--- config.mk ---
export PLATFORM = sky130hd
export DESIGN_NAME = ooo_core_top
export DESIGN_NICKNAME = d
export VERILOG_FILES = /design/src/rtl/rob_pkg.sv /design/src/rtl/isa_pkg.sv /design/src/rtl/ooo_core_top.sv /design/src/rtl/reorder_buffer.sv /design/src/rtl/muldiv_unit.sv /design/src/rtl/alu_unit.sv /design/src/rtl/inst_decode.sv
export VERILOG_INCLUDE_DIRS = /design/src /design/src/rtl
export SDC_FILE = /design/constraint.sdc
export NUM_CORES = 2
export LEC_CHECK = 0
export BUFFER_PORTS_ARGS = -buffer_cell sky130_fd_sc_hd__buf_2
export CORE_MARGIN = 2
export CORE_UTILIZATION = 60
export CTS_CLUSTER_SIZE = 16
export DETAILED_ROUTE_END_ITERATION = 8
export PLACE_DENSITY = 0.79
export SLEW_MARGIN = 15
export SYNTH_ARGS = -nofsm -noshare
export SYNTH_HDL_FRONTEND = slang
export SYNTH_SLANG_ARGS = --single-unit
--- constraint.sdc ---
create_clock -name clk -period 27 [get_ports clk]
set_input_delay 2.7 -clock clk [delete_from_list [all_inputs] [get_ports clk]]
set_output_delay 2.7 -clock clk [all_outputs]
set_load 0.01 [all_outputs]
--- src/rtl/rob_cfg.svh ---
`ifndef ROB_CFG_SVH
`define ROB_CFG_SVH

// Datapath width
`define XLEN 32

// Reorder buffer sizing, depth must be 2**ROB_TAG_W
`define ROB_DEPTH 16
`define ROB_TAG_W 4

// Execute latencies
`define MUL_STAGES 3
`define DIV_CYCLES 32

`endif
--- src/rtl/rob_pkg.sv ---
`default_nettype none

`include "rob_cfg.svh"

package rob_pkg;

    // Reorder buffer index
    typedef logic [`ROB_TAG_W-1:0] rob_tag_t;

    // Execute unit selected at dispatch
    typedef enum logic [1:0] {
        UNIT_ALU    = 2'd0,
        UNIT_MULDIV = 2'd1,
        UNIT_NONE   = 2'd2  // No unit, entry is ready at allocation
    } exec_unit_t;

    // Iterative divider control
    typedef enum logic [1:0] {
        DIV_IDLE = 2'd0,
        DIV_RUN  = 2'd1,
        DIV_DONE = 2'd2
    } div_state_t;

endpackage

`default_nettype wire

--- src/rtl/isa_pkg.sv ---
`default_nettype none

`include "rob_cfg.svh"

package isa_pkg;

    // Operand or result word
    typedef logic [`XLEN-1:0] word_t;

    // Architectural register number
    typedef logic [4:0] reg_idx_t;

    // Decoded R-type operation
    typedef enum logic [3:0] {
        OP_ADD     = 4'd0,
        OP_SUB     = 4'd1,
        OP_AND     = 4'd2,
        OP_OR      = 4'd3,
        OP_XOR     = 4'd4,
        OP_SLL     = 4'd5,
        OP_MUL     = 4'd6,  // M extension, low half
        OP_DIVU    = 4'd7,  // M extension, unsigned quotient
        OP_ILLEGAL = 4'd15  // Unknown encoding, retires as a no-op
    } alu_op_t;

endpackage

`default_nettype wire

--- src/rtl/ooo_core_top.sv ---
`timescale 1ns/1ps
`default_nettype none

module ooo_core_top (
    input  wire logic           clk,
    input  wire logic           rst,
    input  wire logic           flush,
    input  wire isa_pkg::word_t inst,
    input  wire logic           inst_valid,
    input  wire isa_pkg::word_t op_a,
    input  wire isa_pkg::word_t op_b,
    output logic                issue_ready,
    output logic                commit_valid,
    output isa_pkg::word_t      commit_value,
    output isa_pkg::reg_idx_t   commit_dest,
    output logic                commit_reg_write
);
    import isa_pkg::*;
    import rob_pkg::*;

    // Dispatch
    logic     alu_start;
    logic     md_start;
    alu_op_t  ex_op;
    word_t    ex_a;
    word_t    ex_b;
    rob_tag_t ex_tag;

    // Allocation
    logic     alloc_valid;
    reg_idx_t alloc_dest;
    logic     alloc_reg_write;
    logic     alloc_ready_now;
    rob_tag_t tail_tag;
    logic     rob_full;

    // Write-back
    logic     alu_done;
    rob_tag_t alu_tag;
    word_t    alu_value;
    logic     mul_done;
    rob_tag_t mul_tag;
    word_t    mul_value;
    logic     div_done;
    rob_tag_t div_tag;
    word_t    div_value;
    logic     div_busy;

    inst_decode u_decode (
        .clk, .rst, .inst, .inst_valid, .op_a, .op_b, .tail_tag, .rob_full, .div_busy,
        .flush, .issue_ready, .alu_start, .md_start, .ex_op, .ex_a, .ex_b, .ex_tag,
        .alloc_valid, .alloc_dest, .alloc_reg_write, .alloc_ready_now
    );

    alu_unit u_alu (
        .clk, .rst, .flush, .start(alu_start), .op(ex_op), .a(ex_a), .b(ex_b), .tag(ex_tag),
        .done(alu_done), .result_tag(alu_tag), .result(alu_value)
    );

    muldiv_unit u_muldiv (
        .clk, .rst, .flush, .start(md_start), .op(ex_op), .a(ex_a), .b(ex_b), .tag(ex_tag),
        .mul_done, .mul_tag, .mul_value, .div_done, .div_tag, .div_value, .div_busy
    );

    reorder_buffer u_rob (
        .clk, .rst, .flush, .alloc_valid, .alloc_dest, .alloc_reg_write, .alloc_ready_now,
        .alu_done, .alu_tag, .alu_value, .mul_done, .mul_tag, .mul_value,
        .div_done, .div_tag, .div_value, .tail_tag, .rob_full,
        .commit_valid, .commit_value, .commit_dest, .commit_reg_write
    );

endmodule

`default_nettype wire

--- src/rtl/reorder_buffer.sv ---
`timescale 1ns/1ps
`default_nettype none

`include "rob_cfg.svh"

module reorder_buffer (
    input  wire logic              clk,
    input  wire logic              rst,
    input  wire logic              flush,            // Drops every entry
    input  wire logic              alloc_valid,
    input  wire isa_pkg::reg_idx_t alloc_dest,
    input  wire logic              alloc_reg_write,
    input  wire logic              alloc_ready_now,
    input  wire logic              alu_done,
    input  wire rob_pkg::rob_tag_t alu_tag,
    input  wire isa_pkg::word_t    alu_value,
    input  wire logic              mul_done,
    input  wire rob_pkg::rob_tag_t mul_tag,
    input  wire isa_pkg::word_t    mul_value,
    input  wire logic              div_done,
    input  wire rob_pkg::rob_tag_t div_tag,
    input  wire isa_pkg::word_t    div_value,
    output rob_pkg::rob_tag_t      tail_tag,
    output logic                   rob_full,
    output logic                   commit_valid,     // One-cycle retire pulse
    output isa_pkg::word_t         commit_value,
    output isa_pkg::reg_idx_t      commit_dest,
    output logic                   commit_reg_write
);
    import isa_pkg::*;
    import rob_pkg::*;

    logic [`ROB_DEPTH-1:0] valid_q;                  // Slot in flight
    logic [`ROB_DEPTH-1:0] ready_q;                  // Result present
    logic [`ROB_DEPTH-1:0] rw_q;
    reg_idx_t              dest_q  [`ROB_DEPTH];
    word_t                 value_q [`ROB_DEPTH];

    rob_tag_t            head;
    rob_tag_t            tail;
    logic [`ROB_TAG_W:0] count;                      // 0 .. ROB_DEPTH

    logic  hit_alu;
    logic  hit_mul;
    logic  hit_div;
    logic  head_ready;
    word_t head_value;

    // Write-back to the head this cycle retires it at the same edge
    assign hit_alu    = alu_done && (alu_tag == head);
    assign hit_mul    = mul_done && (mul_tag == head);
    assign hit_div    = div_done && (div_tag == head);
    assign head_ready = valid_q[head] && (ready_q[head] || hit_alu || hit_mul || hit_div);

    always_comb begin
        if (hit_alu) begin
            head_value = alu_value;
        end else if (hit_mul) begin
            head_value = mul_value;
        end else if (hit_div) begin
            head_value = div_value;
        end else begin
            head_value = value_q[head];
        end
    end

    // Control state
    always_ff @(posedge clk) begin
        if (rst || flush) begin
            valid_q      <= '0;
            ready_q      <= '0;
            head         <= '0;
            tail         <= '0;
            count        <= '0;
            commit_valid <= 1'b0;
        end else begin
            if (alloc_valid) begin
                valid_q[tail] <= 1'b1;
                ready_q[tail] <= alloc_ready_now;
                tail          <= tail + 1'b1;        // Wraps at depth
            end
            if (alu_done && valid_q[alu_tag]) ready_q[alu_tag] <= 1'b1;
            if (mul_done && valid_q[mul_tag]) ready_q[mul_tag] <= 1'b1;
            if (div_done && valid_q[div_tag]) ready_q[div_tag] <= 1'b1;
            commit_valid <= head_ready;
            if (head_ready) begin                    // Last, so clear wins over write-back
                valid_q[head] <= 1'b0;
                ready_q[head] <= 1'b0;
                head          <= head + 1'b1;
            end
            case ({alloc_valid, head_ready})
                2'b10:   count <= count + 1'b1;
                2'b01:   count <= count - 1'b1;
                default: count <= count;
            endcase
        end
    end

    // Entry payload and retire data
    always_ff @(posedge clk) begin
        if (alloc_valid) begin
            dest_q[tail]  <= alloc_dest;
            rw_q[tail]    <= alloc_reg_write;
            value_q[tail] <= '0;                     // Illegal ops retire zero
        end
        if (alu_done && valid_q[alu_tag]) value_q[alu_tag] <= alu_value;
        if (mul_done && valid_q[mul_tag]) value_q[mul_tag] <= mul_value;
        if (div_done && valid_q[div_tag]) value_q[div_tag] <= div_value;
        if (head_ready) begin
            commit_value     <= head_value;
            commit_dest      <= dest_q[head];
            commit_reg_write <= rw_q[head];
        end
    end

    assign tail_tag = tail;
    assign rob_full = count[`ROB_TAG_W];             // Depth is a power of two

endmodule

`default_nettype wire

--- src/rtl/muldiv_unit.sv ---
`timescale 1ns/1ps
`default_nettype none

`include "rob_cfg.svh"

module muldiv_unit (
    input  wire logic              clk,
    input  wire logic              rst,
    input  wire logic              flush,
    input  wire logic              start,
    input  wire isa_pkg::alu_op_t  op,          // OP_MUL or OP_DIVU
    input  wire isa_pkg::word_t    a,
    input  wire isa_pkg::word_t    b,
    input  wire rob_pkg::rob_tag_t tag,
    output logic                   mul_done,
    output rob_pkg::rob_tag_t      mul_tag,
    output isa_pkg::word_t         mul_value,
    output logic                   div_done,
    output rob_pkg::rob_tag_t      div_tag,
    output isa_pkg::word_t         div_value,
    output logic                   div_busy     // Holds off issue until quotient written
);
    import isa_pkg::*;
    import rob_pkg::*;

    localparam int CNT_W = $clog2(`DIV_CYCLES);

    logic     [`MUL_STAGES-1:0] mul_vld;        // Shift of valid bits
    rob_tag_t                   mul_tg [`MUL_STAGES];
    word_t                      mul_prod [`MUL_STAGES];

    div_state_t       div_state;
    logic [CNT_W-1:0] div_cnt;
    word_t            div_q;                    // Dividend shifting out, quotient in
    word_t            div_r;                    // Partial remainder
    word_t            div_d;                    // Divisor
    rob_tag_t         div_tg;
    logic [`XLEN:0]   rem_sh;                   // Remainder with next dividend bit
    logic             fits;

    // Multiplier valid chain
    always_ff @(posedge clk) begin
        if (rst || flush) begin
            mul_vld <= '0;
        end else begin
            mul_vld <= {mul_vld[`MUL_STAGES-2:0], start && (op == OP_MUL)};
        end
    end

    // Product computed in stage 0 then carried along with its tag
    always_ff @(posedge clk) begin
        mul_prod[0] <= a * b;                   // Low XLEN bits only
        mul_tg[0]   <= tag;
        for (int i = 1; i < `MUL_STAGES; i++) begin
            mul_prod[i] <= mul_prod[i-1];
            mul_tg[i]   <= mul_tg[i-1];
        end
    end

    assign mul_done  = mul_vld[`MUL_STAGES-1];
    assign mul_tag   = mul_tg[`MUL_STAGES-1];
    assign mul_value = mul_prod[`MUL_STAGES-1];

    // One restoring step, zero divisor always fits so quotient is all ones
    assign rem_sh = {div_r, div_q[`XLEN-1]};
    assign fits   = (rem_sh >= {1'b0, div_d});

    always_ff @(posedge clk) begin
        if (rst || flush) begin
            div_state <= DIV_IDLE;
            div_done  <= 1'b0;
        end else begin
            div_done <= 1'b0;
            case (div_state)
                DIV_IDLE: begin
                    if (start && (op == OP_DIVU)) begin
                        div_state <= DIV_RUN;
                    end
                end
                DIV_RUN: begin
                    if (div_cnt == CNT_W'(`DIV_CYCLES - 1)) begin
                        div_state <= DIV_DONE;
                    end
                end
                default: begin                  // DIV_DONE, pulse result
                    div_done  <= 1'b1;
                    div_state <= DIV_IDLE;
                end
            endcase
        end
    end

    // Datapath
    always_ff @(posedge clk) begin
        if (div_state == DIV_IDLE) begin
            div_q   <= a;
            div_d   <= b;
            div_r   <= '0;
            div_cnt <= '0;
            div_tg  <= tag;
        end else if (div_state == DIV_RUN) begin
            div_r   <= fits ? word_t'(rem_sh - {1'b0, div_d}) : rem_sh[`XLEN-1:0];
            div_q   <= {div_q[`XLEN-2:0], fits};
            div_cnt <= div_cnt + 1'b1;
        end else begin
            div_value <= div_q;
        end
    end

    assign div_tag  = div_tg;
    assign div_busy = (div_state != DIV_IDLE) || div_done;

endmodule

`default_nettype wire

--- src/rtl/alu_unit.sv ---
`timescale 1ns/1ps
`default_nettype none

module alu_unit (
    input  wire logic              clk,
    input  wire logic              rst,
    input  wire logic              flush,
    input  wire logic              start,       // Dispatch strobe from decode
    input  wire isa_pkg::alu_op_t  op,
    input  wire isa_pkg::word_t    a,
    input  wire isa_pkg::word_t    b,
    input  wire rob_pkg::rob_tag_t tag,
    output logic                   done,        // One-cycle write-back pulse
    output rob_pkg::rob_tag_t      result_tag,
    output isa_pkg::word_t         result
);
    import isa_pkg::*;
    import rob_pkg::*;

    word_t alu_out;

    always_comb begin
        case (op)
            OP_ADD:  alu_out = a + b;
            OP_SUB:  alu_out = a - b;
            OP_AND:  alu_out = a & b;
            OP_OR:   alu_out = a | b;
            OP_XOR:  alu_out = a ^ b;
            OP_SLL:  alu_out = a << b[4:0];  // Shamt is rs2[4:0]
            default: alu_out = '0;           // M ops never dispatched here
        endcase
    end

    // Done pulse, dropped by flush
    always_ff @(posedge clk) begin
        if (rst || flush) begin
            done <= 1'b0;
        end else begin
            done <= start;
        end
    end

    // Payload, only loaded on start
    always_ff @(posedge clk) begin
        if (start) begin
            result     <= alu_out;
            result_tag <= tag;
        end
    end

endmodule

`default_nettype wire

--- src/rtl/inst_decode.sv ---
`timescale 1ns/1ps
`default_nettype none

module inst_decode (
    input  wire logic              clk,
    input  wire logic              rst,
    input  wire isa_pkg::word_t    inst,            // Raw 32-bit instruction
    input  wire logic              inst_valid,      // Issue strobe
    input  wire isa_pkg::word_t    op_a,            // rs1 value read upstream
    input  wire isa_pkg::word_t    op_b,            // rs2 value read upstream
    input  wire rob_pkg::rob_tag_t tail_tag,        // Next free ROB slot
    input  wire logic              rob_full,
    input  wire logic              div_busy,
    input  wire logic              flush,
    output logic                   issue_ready,
    output logic                   alu_start,
    output logic                   md_start,
    output isa_pkg::alu_op_t       ex_op,
    output isa_pkg::word_t         ex_a,
    output isa_pkg::word_t         ex_b,
    output rob_pkg::rob_tag_t      ex_tag,
    output logic                   alloc_valid,
    output isa_pkg::reg_idx_t      alloc_dest,
    output logic                   alloc_reg_write,
    output logic                   alloc_ready_now  // Illegal op with nothing to wait for
);
    import isa_pkg::*;
    import rob_pkg::*;

    localparam logic [6:0] OPC_RTYPE = 7'b0110011;
    localparam logic [6:0] F7_BASE   = 7'b0000000;
    localparam logic [6:0] F7_ALT    = 7'b0100000;  // SUB
    localparam logic [6:0] F7_MULDIV = 7'b0000001;

    alu_op_t    op;
    exec_unit_t unit;
    logic       accept;

    always_comb begin
        op = OP_ILLEGAL;
        if (inst[6:0] == OPC_RTYPE) begin
            unique case ({inst[31:25], inst[14:12]})
                {F7_BASE, 3'b000}:   op = OP_ADD;
                {F7_ALT, 3'b000}:    op = OP_SUB;
                {F7_BASE, 3'b111}:   op = OP_AND;
                {F7_BASE, 3'b110}:   op = OP_OR;
                {F7_BASE, 3'b100}:   op = OP_XOR;
                {F7_BASE, 3'b001}:   op = OP_SLL;
                {F7_MULDIV, 3'b000}: op = OP_MUL;
                {F7_MULDIV, 3'b101}: op = OP_DIVU;
                default:             op = OP_ILLEGAL;
            endcase
        end
    end

    always_comb begin
        case (op)
            OP_MUL, OP_DIVU: unit = UNIT_MULDIV;
            OP_ILLEGAL:      unit = UNIT_NONE;
            default:         unit = UNIT_ALU;
        endcase
    end

    assign issue_ready = !rob_full && !div_busy;
    assign accept      = inst_valid && issue_ready && !flush;  // Drop strobe on flush

    assign alu_start = accept && (unit == UNIT_ALU);
    assign md_start  = accept && (unit == UNIT_MULDIV);
    assign ex_op     = op;
    assign ex_a      = op_a;
    assign ex_b      = op_b;
    assign ex_tag    = tail_tag;                    // Tag is the slot being allocated

    assign alloc_valid     = accept;
    assign alloc_dest      = inst[11:7];
    assign alloc_reg_write = (op != OP_ILLEGAL) && (inst[11:7] != 5'd0);  // x0 never written
    assign alloc_ready_now = (unit == UNIT_NONE);

endmodule

`default_nettype wire

==> impl_metrics.csv <==
group,metric,value,unit
setup_path,arrival,11.83,ns
route,dr_wl_met2,103000,µm
clock_network,postCtsSetupBuffers,0,
die,die_y,346,µm
setup_path,crit_path_start_kind,"input port",
clock_network,cts_resized,0,
grt,grt_max_degree,77,
clock_network,insertion_delay,0.74,ns
route,via_per_inst,6.73,
sta,setup_viol,0,
logic_synthesis,synth_area_leaders,"edfxtp_1 33%, fa_1 12%, mux2i_1 8.5%",
status,status,"finished with violations",
route,wl_per_cell,28.2,µm
place,globalplace.congestion,1.00,
logic_synthesis,synth_area_per_cell,10.4,µm²
sta,relSlewSlack,21.5,%
clock_network,cts_hold_buffers,0,
logic_synthesis,synth_warnings,0,
status,violations,"design-rule violations",
grt,grt_pass1_vias,54600,
die,num_rows,125,
clock_network,clockRootBuffer,"clkbuf_16",
sta,clock-skew-final,0.0651,ns
clock_network,htree_levels,3,
clock_network,tritoncts,"done",
setup_path,endpoint_kind,"flip-flop",
min_path,holdPathStages,0,
logic_synthesis,postSynthCellCount,6728,
logic_synthesis,syn-cell-area,0.0703,mm²
sta,slew_viol_final,0,
grt,overflow,0,
sta,worstMarginPinSlew,1.17,ns
place,numPortBuffers,129,
clock_network,clock-sinks,984,
place,placed_cells,7893,
sta,rsz0062_at_grt,"false",
layout,finalNonFillerCells,8096,
logic_synthesis,dominantRegCellSynth,"edfxtp_1",
route,drc_errors,1,
pwr,vdd_drop_max,0.387,mV
setup_path,cp_max_fo,17,
logic_synthesis,yosys.area.top_type_share,33.4,%
pwr,p_per_area,115,mW/mm²
logic_synthesis,yosysTopAreaCell,"edfxtp_1",
die,die_w,346,µm
clock_network,cts-buffers-inserted,100,
die,die_area,0.120,mm²
route,met3_length,31500,µm
setup_path,worstPathRequired,27.62,ns
sta,tns,0,ns
clock_network,clkSlewWorstSetupHoldPaths,0.06,ns
route,first_iter_violations,7419,
pwr,leakage,0.0322,µW
pwr,power,8620,µW
grt,grt_usage,37.7,%
logic_synthesis,synth.distinct_cells,83,
sta,max_freq,89.2,MHz
logic_synthesis,seq_area_frac_synth,39.2,%
layout,nets,7248,
grt,grt_first_pass_wirelength,336000,µm
place,hpwl,142000,µm
logic_synthesis,synth_nets,7505,
logic_synthesis,synth_edf_count,782,
sta,fin_crit,11.21,ns
die,start_util,60.5,%
route,first_pass_iters,9,
grt,grt_antenna_before_repair,15,
sta,final_hold_viol_count,0,
setup_path,r2r_cells,9,
logic_synthesis,synth-seq-cells,984,
clock_network,clk_path_buf_depth,3,
layout,drive_above_1_share,11.1,%
place,dp_slack,15.41,ns
route,vias,54500,
logic_synthesis,synth-async-reset-ratio,0,%
die,core,0.116,mm²
sta,period_share,41.5,%
route,wl_met1,75300,µm
setup_path,crit_type,"in2reg",
layout,syn2layout_area_growth,6.74,%
sta,layout_setup_ws,15.79,ns
flow_run,max_cap_violations,0,
route,highest-signal-layer,"met5",
min_path,hp-class,"reg2reg",
route,drt_wl_total,228000,µm
die,ios,140,
route,detail-route-antenna-nets,0,
sta,hold_slack,0.321,ns
==> layout make-up <==
class	instances	area (µm²)
Antenna cell	15	37.5
Clock buffer	144	2860
Clock inverter	44	497
Fill cell	8806	41200
Inverter	531	1990
Multi-Input combinational cell	4619	38700
Sequential cell	984	27500
Tap cell	1524	1910
Timing Repair Buffer	235	1440
==> critical path, stage by stage <==
cell	delay, ns
buf_2	0.07
buf_4	0.36
clkinv_1	0.92
nor2_1	0.39
fa_1	0.46
inv_1	0.08
fa_1	0.43
fa_1	0.49
inv_1	0.05
fa_1	0.54
ha_1	0.23
ha_1	0.27
inv_1	0.05
fa_1	0.48
inv_1	0.05
fa_1	0.49
ha_1	0.26
nor3_1	0.10
o21a_1	0.13
nor3_1	0.51
a31oi_1	0.34
o311ai_1	0.77
a221o_1	0.28
a21oi_1	0.10
o21bai_1	0.38
a2111oi_0	0.21
or3_1	0.42
xnor2_1	0.24
==> flip-flops by register name, indices dropped and copies added (netlist names), 2 cells and up, named ones only <==
name and flops:
u_rob.value_q 512, u_muldiv.mul_prod 96, u_rob.dest_q 80, u_alu.result 32, u_muldiv.div_d 32, u_muldiv.div_q 32
u_muldiv.div_r 32, u_muldiv.div_value 32, u_rob.commit_value 32, u_rob.ready_q 16, u_rob.rw_q 16, u_rob.valid_q 16
u_muldiv.mul_tg 12, u_muldiv.div_cnt 5, u_rob.commit_dest 5, u_rob.count 5, u_alu.result_tag 4, u_muldiv.div_tag 4
u_rob.head 4, u_rob.tail_tag 4, u_muldiv.mul_vld 3, u_muldiv.div_state 2
==> cell families (layout without fill, tap and decap cells) <==
| kind of cell | after synthesis | in the layout | share of synthesized area (%) |
|---|---|---|---|
| adders and majority gates | 677 | 677 | 16.4 |
| other | 0 | 15 | 0 |
| DFF | 984 | 984 | 39.2 |
| muxes | 855 | 855 | 16.2 |
| AOI/OAI and AO/OA | 1144 | 1144 | 9.28 |
| buffers and inverters | 1125 | 954 | 6.26 |
| and+or+nand+nor | 1748 | 1748 | 10.2 |
| xor gates and xnor gates | 195 | 195 | 2.43 |
==> cells in the final DEF, fill, tap and decap left out, types with 35 or more instances in the layout <==
cell type  synthesis  final
a21oi_1          279    278
a31oi_1           39     39
and3_1            43     43
buf_2             95    129
buf_4              7    106
clkbuf_16          0    102
dfxtp_1          202    196
edfxtp_1         782    782
fa_1             411    411
ha_1             266    266
inv_1            502    502
mux2_2            35     35
mux2i_1          598    598
mux4_2           222    222
nand2_1          878    874
nor2_1           623    615
o21ai_0          536    536
o21ai_1           48     48
xnor2_1          135    135
xor2_1            60     60
==> routing by layer <==
metal  vias to the layer above  global-route usage (%)
met2                      4305                    58.8
met5                         -                       0
li1                      22800                       -
met1                     26200                    45.5
met3                      1233                    11.0
met4                         8                    25.5
==> worst paths after layout <==
path,to,startpoint,slack (ns)
setup / recovery,u_muldiv.mul_prod[0][29]$_DFF_P_,op_a[5],15.79
hold / removal,u_muldiv.mul_prod[0][89]$_DFF_P_,u_muldiv.mul_prod[0][57]$_DFF_P_,0.32
setup reg to reg,u_rob.value_q[1][14]$_DFFE_PP_,u_muldiv.div_tag[0]$_DFFE_PP_,21.28
hold reg to reg,u_muldiv.mul_prod[0][89]$_DFF_P_,u_muldiv.mul_prod[0][57]$_DFF_P_,0.32
==> cell usage after synthesis, drive strengths merged, types with 21 or more instances <==
| library cell | number |
|---|---|
| inv | 509 |
| edfxtp | 782 |
| fa | 411 |
| clkinv | 22 |
| nor2 | 631 |
| clkbuf | 407 |
| buf | 187 |
| o21a | 21 |
| o211ai | 25 |
| mux4 | 222 |
| ha | 266 |
| o21ai | 584 |
| mux2i | 598 |
| nand2 | 891 |
| xnor2 | 135 |
| nor2b | 22 |
| nor3 | 33 |
| dfxtp | 202 |
| nand2b | 26 |
| and3 | 43 |
| o221ai | 32 |
| xor2 | 60 |
| a21o | 33 |
| a21oi | 279 |
| mux2 | 35 |
| a31oi | 39 |
| nand3 | 31 |
==> metrics by stage <==
stage,util (%),instance area [µm²]
after floorplan,-,70300
after global placement,61.6,71600
after detailed placement,61.6,71600
after CTS,64.5,75000
after global routing,64.5,75000
final,64.5,75000
==> power breakdown <==
part | leakage, µW | internal, µW | switching (µW) | total [µW]
Combinational | 0.0211 | 2070 | 3190 | 5260
Sequential | 0.00941 | 1790 | 154 | 1940
Clock | 0.00163 | 801 | 618 | 1420
Total | 0.0322 | 4660 | 3960 | 8620
(Power assumes the default switching activity.)
